## config.mk

```make
export PLATFORM = sky130hd
export DESIGN_NAME = max_pool_3x3
export DESIGN_NICKNAME = d
export VERILOG_FILES = /design/src/pool_pkg.sv /design/src/bitonic_stage.sv /design/src/pool_max_select.sv /design/src/max_pool_3x3.sv
export VERILOG_INCLUDE_DIRS = /design/src /design/src/src
export SDC_FILE = /design/constraint.sdc
export NUM_CORES = 1
export LEC_CHECK = 0
export BUFFER_PORTS_ARGS = -buffer_cell sky130_fd_sc_hd__buf_2
export CELL_PAD_IN_SITES_DETAIL_PLACEMENT = 1
export CELL_PAD_IN_SITES_GLOBAL_PLACEMENT = 2
export CORE_UTILIZATION = 46
export CTS_CLUSTER_DIAMETER = 50
export DETAILED_ROUTE_END_ITERATION = 10
export GPL_TIMING_DRIVEN = 0
export HOLD_SLACK_MARGIN = 0.15
export PLACE_DENSITY_LB_ADDON = 0.12
export SETUP_SLACK_MARGIN = 0.02
export SYNTH_ARGS = -nofsm -noshare
export SYNTH_HDL_FRONTEND = slang
export SYNTH_SLANG_ARGS = --single-unit
```

## constraint.sdc

```tcl
create_clock -name clk -period 5.5 [get_ports clk]
set_clock_uncertainty 0.1 [all_clocks]
set_input_delay 0.55 -clock clk [delete_from_list [all_inputs] [get_ports clk]]
set_output_delay 0.55 -clock clk [all_outputs]
set_load 0.05 [all_outputs]
```

## src/pool_defs.svh

```systemverilog
`ifndef POOL_DEFS_SVH
`define POOL_DEFS_SVH

// IEEE half precision element format
`define POOL_DATA_W      16
`define POOL_MAN_W       10
`define POOL_EXP_W       (`POOL_DATA_W - `POOL_MAN_W - 1)

// 3x3 window
`define POOL_WIN_N       9

// Elements that go through the sorting network
`define POOL_SORT_N      8

// log2(8) * (log2(8) + 1) / 2 compare-exchange stages
`define POOL_SORT_STAGES 6

`endif

```

## src/pool_pkg.sv

```systemverilog
`include "pool_defs.svh"

package pool_pkg;

    // One fp16 value
    typedef struct packed {
        logic                   sign;
        logic [`POOL_EXP_W-1:0] exponent;
        logic [`POOL_MAN_W-1:0] mantissa;
    } fp16_t;

    // Pooling window with element 0 in the low bits
    typedef fp16_t [`POOL_WIN_N-1:0] window_t;

    // Values moving through the bitonic network
    typedef fp16_t [`POOL_SORT_N-1:0] sort_vec_t;

    // One window in flight through the network
    typedef struct packed {
        logic      valid;
        sort_vec_t vec;
        fp16_t     spare;  // Ninth element that skips the sort
    } sort_beat_t;

    // Magnitude bits without the sign
    typedef logic [`POOL_DATA_W-2:0] fp16_mag_t;

    function automatic fp16_mag_t fp16_mag(input fp16_t v);
        return {v.exponent, v.mantissa};
    endfunction

    function automatic logic fp16_is_zero(input fp16_t v);
        return fp16_mag(v) == '0;
    endfunction

    // Strict a > b in value order for non-NaN inputs
    function automatic logic fp16_gt(input fp16_t a, input fp16_t b);
        fp16_mag_t mag_a;
        fp16_mag_t mag_b;
        mag_a = fp16_mag(a);
        mag_b = fp16_mag(b);
        if (fp16_is_zero(a) && fp16_is_zero(b)) begin
            return 1'b0;  // +0 == -0
        end
        // With differing signs the positive one is larger
        if (a.sign != b.sign) begin
            return b.sign;
        end
        if (a.sign) begin
            return mag_a < mag_b;  // Both negative
        end
        return mag_a > mag_b;
    endfunction

endpackage

```

## src/bitonic_stage.sv

```systemverilog
`timescale 1ns/1ps
`include "pool_defs.svh"

module bitonic_stage #(
    parameter int STAGE = 0
) (
    input  logic                 clk,
    input  logic                 rst_n,
    input  pool_pkg::sort_beat_t i_beat,
    output pool_pkg::sort_beat_t o_beat
);
    import pool_pkg::*;

    localparam int LANES = `POOL_SORT_N / 2;

    // Distance between the two elements of a pair
    localparam int DIST = (STAGE == 3) ? 4 :
                          (STAGE == 1 || STAGE == 4) ? 2 : 1;

    // Width of a run that shares one direction
    // Stage 0 alternates every pair, stages 1-2 every half, then all ascending
    localparam int BLOCK = (STAGE == 0) ? 2 :
                           (STAGE <= 2) ? 4 : `POOL_SORT_N;

    if (STAGE < 0 || STAGE >= `POOL_SORT_STAGES) begin : g_bad_stage
        $error("bitonic_stage: STAGE %0d out of range", STAGE);
    end

    // Lower index of a lane's pair
    function automatic int lane_lo(input int lane);
        return (lane / DIST) * 2 * DIST + (lane % DIST);
    endfunction

    // Descending lanes put the larger value at the lower index
    function automatic logic lane_desc(input int lo);
        return (lo & BLOCK) != 0;
    endfunction

    // True when the pair is out of order for its direction
    function automatic logic pair_swap(
        input fp16_t lo_val,
        input fp16_t hi_val,
        input logic  desc
    );
        return desc ? fp16_gt(hi_val, lo_val) : fp16_gt(lo_val, hi_val);
    endfunction

    sort_vec_t next_vec;

    // Four compare-exchange lanes
    always_comb begin
        int lo;
        int hi;
        next_vec = i_beat.vec;
        for (int l = 0; l < LANES; l++) begin
            lo = lane_lo(l);
            hi = lo + DIST;
            if (pair_swap(i_beat.vec[lo], i_beat.vec[hi], lane_desc(lo))) begin
                next_vec[lo] = i_beat.vec[hi];
                next_vec[hi] = i_beat.vec[lo];
            end
        end
    end

    always_ff @(posedge clk or negedge rst_n) begin
        if (!rst_n) begin
            o_beat <= '0;
        end else begin
            o_beat.valid <= i_beat.valid;
            o_beat.vec   <= next_vec;
            o_beat.spare <= i_beat.spare;  // Rides along unsorted
        end
    end

    // Registered pairs must already sit in their lane's order
    for (genvar l = 0; l < LANES; l++) begin : g_check
        localparam int LO = lane_lo(l);
        localparam int HI = LO + DIST;

        a_pair_order: assert property (
            @(posedge clk) disable iff (!rst_n)
            o_beat.valid |-> !pair_swap(o_beat.vec[LO], o_beat.vec[HI], lane_desc(LO))
        ) else $error("stage %0d pair (%0d,%0d) out of order: %h %h",
                      STAGE, LO, HI, o_beat.vec[LO], o_beat.vec[HI]);
    end

endmodule

```

## src/pool_max_select.sv

```systemverilog
`timescale 1ns/1ps
`include "pool_defs.svh"

module pool_max_select (
    input  logic                 clk,
    input  logic                 rst_n,
    input  pool_pkg::sort_beat_t i_beat,
    output logic                 o_valid,
    output pool_pkg::fp16_t      o_max
);
    import pool_pkg::*;

    fp16_t top;
    fp16_t pick;

    // Largest of the sorted eight
    assign top = i_beat.vec[`POOL_SORT_N-1];

    // On a tie the spare element wins
    assign pick = fp16_gt(top, i_beat.spare) ? top : i_beat.spare;

    always_ff @(posedge clk or negedge rst_n) begin
        if (!rst_n) begin
            o_valid <= 1'b0;
            o_max   <= '0;
        end else begin
            o_valid <= i_beat.valid;
            if (i_beat.valid) begin
                o_max <= pick;  // Held between windows
            end
        end
    end

    a_valid_source: assert property (
        @(posedge clk) disable iff (!rst_n)
        $rose(o_valid) |-> $past(i_beat.valid)
    ) else $error("o_valid rose without a valid input beat");

endmodule

```

## src/max_pool_3x3.sv

```systemverilog
`timescale 1ns/1ps
`include "pool_defs.svh"

module max_pool_3x3 (
    input  logic              clk,
    input  logic              rst_n,
    input  logic              i_valid,
    input  pool_pkg::window_t i_window,
    output logic              o_valid,
    output pool_pkg::fp16_t   o_max
);
    import pool_pkg::*;

    if (`POOL_WIN_N != `POOL_SORT_N + 1) begin : g_bad_window
        $error("max_pool_3x3: window must be sort width plus one spare");
    end

    // beat[s] feeds stage s and the last one feeds the selector
    sort_beat_t beat [0:`POOL_SORT_STAGES];

    // Element 8 bypasses the network
    assign beat[0] = '{
        valid: i_valid,
        vec:   i_window[`POOL_SORT_N-1:0],
        spare: i_window[`POOL_WIN_N-1]
    };

    for (genvar s = 0; s < `POOL_SORT_STAGES; s++) begin : g_stage
        bitonic_stage #(
            .STAGE (s)
        ) u_stage (
            .clk    (clk),
            .rst_n  (rst_n),
            .i_beat (beat[s]),
            .o_beat (beat[s+1])
        );
    end

    pool_max_select u_select (
        .clk     (clk),
        .rst_n   (rst_n),
        .i_beat  (beat[`POOL_SORT_STAGES]),
        .o_valid (o_valid),
        .o_max   (o_max)
    );

endmodule

```

# Yosys cells after proc, flatten, opt, wreduce, memory -nomap -nowiden
# Cells that the tools add are included.
[word_totals] word_cells=505 in_bits=147 out_inout_bits=17 reg_bits=615
[op_classes] reduce_logical=60 order_cmp=40 n_eq_ne=20 mux=264
[op_table] op="15-bit zero test" n=40
[op_table] op="15-bit > comparator" n=20
[op_table] op="15-bit less-than comparator" n=20
[op_table] op="32-bit 2-to-1 mux" n=9
[op_table] op="1-bit 2-to-1 mux" n=240
[op_table] op="16-bit 2-to-1 mux" n=15
[op_table] op="1-bit logical AND" n=20
[op_table] op="1-bit != test" n=20

# Longest topological paths before layout
[depth] word_depth=10 depth_mapped=10 ltp_nobuf=8

# Cells and area by module
# Synthesis repeated with hierarchy kept, for this count alone.
[unflattened] cells_unflattened=3496 hier_area_um2=43595.6
[modules_own_cells] mod="bitonic_stage (g_stage[0].u_stage ...)" area_each_um2=6979.2 cells_per_inst=555 seq_area_each_um2=3628.5 instances=4
[modules_own_cells] mod="bitonic_stage (g_stage[4].u_stage ...)" area_each_um2=7046.8 cells_per_inst=549 seq_area_each_um2=3628.5 instances=2
[modules_own_cells] mod="pool_max_select" area_each_um2=1585.3 cells_per_inst=178 seq_area_each_um2=425.4 instances=1

# Worst setup path after synthesis
# No wires, ideal clock.
[synth_path] path_kind="register to register" start="register g_stage[5].u_stage.o_beat[4] (netlist name)" end="register, netlist name u_select.o_max[10]" required_time_ns=5.274 stages_incl_launch_ff=11 synth_period_minus_slack_ns=2.432 slack_ns=3.068 path_buffers=2 t_arrival_ns=2.205 setup_time_ns=0.126 path_cell_list="dfrtp_1 -> inv_1 -> ha_1 -> a211oi_1 -> nor2_1 -> o31ai_1 -> o211a_1 -> buf_6 -> mux2_4 -> buf_6 -> a311o_1"
[synth_via] elab_chain_len=6 elab_cells_between_ends=10 classes_between="order compare (2); mux (6); reduce/logical (2)"
[synth_lines] element="start, declared" line="bitonic_stage.sv:10" text="output pool_pkg::sort_beat_t o_beat"
[synth_lines] element="15-bit less-than comparator" line="pool_pkg.sv:50" text="return mag_a < mag_b;"
[synth_lines] element="1-bit 2-to-1 mux" line="pool_pkg.sv:49" text="if (a.sign) begin"
[synth_lines] element="1-bit 2-to-1 mux" line="pool_pkg.sv:52" text="return mag_a > mag_b;"
[synth_lines] element="1-bit 2-to-1 mux" line="pool_pkg.sv:49"
[synth_lines] element="1-bit 2-to-1 mux *" line="pool_pkg.sv:46" text="if (a.sign != b.sign) begin"
[synth_lines] element="16-bit 2-to-1 mux *" line="pool_max_select.sv:20" text="assign pick = fp16_gt(top, i_beat.spare) ? top : i_beat.spare;"
# Every way passes the cells marked *; elsewhere a longest branch is shown, timed or not.
# A chain may end at the register's enable or synchronous reset.

==> metrics.yaml <==
status: "complete, no violations"
drc: 0
tritoncts: "done"
h-tree-depth: 3
grt_start_max_net_pins: 134
synth_cell_type_count: 37
num_vias: 22400
synth_commonest_cells: "dfrtp_1 (615), mux2_1 (465), inv_1 (301)"
clock_sinks: 615
critical_path.cell_chain: "dlygate4sd3_1, buf_2, inv_1, ha_1, a21oi_1, a21oi_1, o31ai_1, o211ai_1, mux2i_1, buf_2, mux2_1, dlygate4sd3_1"
r2r.worst_path.cells: 9
syn_area_sq_um: 30900
start_util_pct: 46.7
fin_tns_setup_ns: 0
tightestPinTransition_ns: 0.701
synth_top_area_share_pct: 49.7
fill_cells: 6748
dr.first_iter.drc_count: 969
fin_util_pct: 56.9
slowest_stage: "dlygate4sd3_1"
worst_hold_slack_ns: 0.182
pin_count: 164
grt_setup_unrepaired: "no"
critPathKind: "input pin to register"
place.detailed.hpwl_mm: 72.9
maxCapViolations: 0
avgRoutedWirePerCell_microns: 24.3
fin_crit_sh_pct: 65.7
postCtsSetupBuffers: 0
cts_buffer_depth: 3
fp.dieH_microns: 261
synth-edff-count: 0
ant_nets: 0
min_to: "g_stage[0].u_stage.o_beat[34]$_DFF_PN0_"
setup_viol: 0
critPathMaxStageDelay_ns: 0.59
max_freq_mhz: 277
regArea_sq_um: 15400
r2r_slack_ns: 2.59
yosysMostFrequentCell: "dfrtp_1"
grt_pass1_vias: 24600
finalCriticalPeriod_ns: 3.61
ys.flop_type: "dfrtp_1"
firstDrtPassIters: 5
grt_use_total_pct: 28.7
cts.clk_slew.worst_paths_ns: 0.06
avgSynthCellArea_sq_um: 12.0
syn_to_final_growth_pct: 21.8
syn_inst: 2569
syn_nets: 3016
ir_drop_mv: 0.264
finalInstanceArea_sq_um: 37700
cts-root-buf: "clkbuf_16"
wl_mm: 96.0
maxSlewViolCount: 0
io_buffers: 163
yosys-top-cells-area: "dfrtp_1 (50%), mux2_1 (17%), ha_1 (12%)"
multi_input_area_sq_um: 14100
crit_fanout: 10
yosysTopAreaCell: "dfrtp_1"
leakage_nw: 17.4
rows: 94
antenna_found_initial: 4
ys_ff_latch: 615
cts_inserted_buffers: 80
layout.nets: 3465
min_from: "i_window[2]"
rr_startpoint: "g_stage[5].u_stage.o_beat[132]$_DFF_PN0_"
final_layout_size_suffix_gt1_share_pct: 12.1
hold_path_class: "input pin to register"
power.density_nw_per_um2: 472
gp_congestion: 0.887
grt_overflow_total: 0
arrival_ns: 4.01
place_area_sq_um: 33000
viasPerCell: 5.66
cp-start-kind: "input pin"
slew_headroom_pct: 53.3
holdPathStages: 2
grt_pass1_wl_mm: 147
asyncSetResetFlopFracSynth_pct: 100
hold_viol: 0
insertion_delay_ns: 0.63
rr_endpoint: "u_select.o_max[10]$_DFFE_PN0P_"
die_area_sq_um: 68300
end_kind: "register"
core_sq_um: 66200
fp.dieW_microns: 261
cp.required_ns: 5.89
ys_warn_count: 0
yosysSeqAreaShare_pct: 49.7
==> cells in the final DEF, fill, tap and decap left out, types with 3 or more instances in the layout <==
| cell type | count |
|---|---|
| mux2_1 | 465 |
| o21a_1 | 21 |
| buf_16 | 5 |
| inv_8 | 11 |
| nor4_1 | 152 |
| nor2_1 | 90 |
| nand4b_1 | 34 |
| inv_6 | 12 |
| bufinv_16 | 6 |
| clkbuf_8 | 7 |
| nand3_1 | 35 |
| inv_1 | 301 |
| dfrtp_1 | 615 |
| mux2i_1 | 26 |
| a221oi_1 | 14 |
| and3_1 | 7 |
| clkinvlp_4 | 6 |
| nand4_1 | 92 |
| o31ai_1 | 20 |
| buf_6 | 9 |
| o21ai_0 | 29 |
| o211ai_1 | 12 |
| a211oi_1 | 31 |
| nand3b_1 | 21 |
| buf_2 | 200 |
| ha_1 | 300 |
| and4_1 | 7 |
| nor3_1 | 19 |
| clkbuf_1 | 20 |
| o22ai_2 | 7 |
| a21oi_1 | 100 |
| clkbuf_16 | 80 |
| nand2_1 | 51 |
| or2_2 | 12 |
| nor2b_1 | 26 |
| a311o_1 | 15 |
| diode_2 | 3 |
| dlygate4sd3_1 | 199 |
| clkinv_2 | 10 |
==> per-layer routing <==
layer	wire length, microns	vias up	GRT usage, %
li1	-	10200	-
met1	43000	11500	37.9
met2	47200	414	49.3
met3	3130	142	3.79
met4	2750	0	8.35
met5	0	-	0
==> cells by family (layout without fill, tap and decap cells) <==
family | Yosys count | in the layout | share of synthesized area (%)
DFF | 615 | 615 | 49.7
and+or+nand+nor | 548 | 548 | 10.1
muxes | 492 | 492 | 17.8
buffers and inverters | 358 | 871 | 4.71
adders and majority gates | 300 | 300 | 12.1
AOI/OAI and AO/OA | 256 | 256 | 5.47
other | 0 | 3 | 0
==> report_power, final <==
group          internal, mW  switching [mW]
Combinational          2.47            3.08
Clock                  3.13            2.12
Sequential             5.63            1.36
==> layout make-up <==
| type | instances | area share (%) |
|---|---|---|
| repair buffers | 367 | 7.84 |
| multi-input cells | 1596 | 37.4 |
| clock buffers | 97 | 5.67 |
| plain buffers | 57 | 0.873 |
| inverters | 301 | 3.00 |
| flip-flops and latches | 615 | 40.8 |
| diodes | 3 | 0.0199 |
| clock inverters | 49 | 1.51 |
| well taps | 864 | 2.87 |
==> through the flow <==
stage	setup slack (ns)	std cells	total power, mW
after floorplan	3.07	2569	10.1
after global placement	-7.96	3596	12.1
after detailed placement	2.40	3601	12.4
after CTS	2.01	3946	17.9
after global routing	1.77	3946	18.8
final	1.89	3949	17.8
==> worst max path at each step <==
| stage | from | to | slack [ns] |
|---|---|---|---|
| after floorplan | g_stage[5].u_stage.o_beat[4]$_DFF_PN0_ | u_select.o_max[10]$_DFFE_PN0P_ | 3.07 |
| after global placement | rst_n | g_stage[0].u_stage.o_beat[134]$_DFF_PN0_ | -7.96 |
| after detailed placement | i_window[84] | g_stage[0].u_stage.o_beat[103]$_DFF_PN0_ | 2.40 |
| after CTS | i_window[84] | g_stage[0].u_stage.o_beat[108]$_DFF_PN0_ | 2.01 |
| after global routing | i_window[84] | g_stage[0].u_stage.o_beat[109]$_DFF_PN0_ | 1.77 |
| final | i_window[98] | g_stage[0].u_stage.o_beat[121]$_DFF_PN0_ | 1.89 |
==> repair_timing <==
action	CTS	global route
hold buffers	199	0
endpoints found under the hold margin	391	0
gates resized for setup	0	0
==> registers in the layout, summed over array words and instances, names as in the netlist <==
signal	count
g_stage.u_stage.o_beat	598
u_select.o_valid	1
u_select.o_max	16
==> critical path, delay by kind of cell <==
kind | cells | cell delay [ns]
muxes | 2 | 0.67
AOI/OAI and AO/OA | 4 | 0.81
adders and majority gates | 1 | 0.32
buffers and inverters | 5 | 1.65
Power figures use the tool's default switching activity.
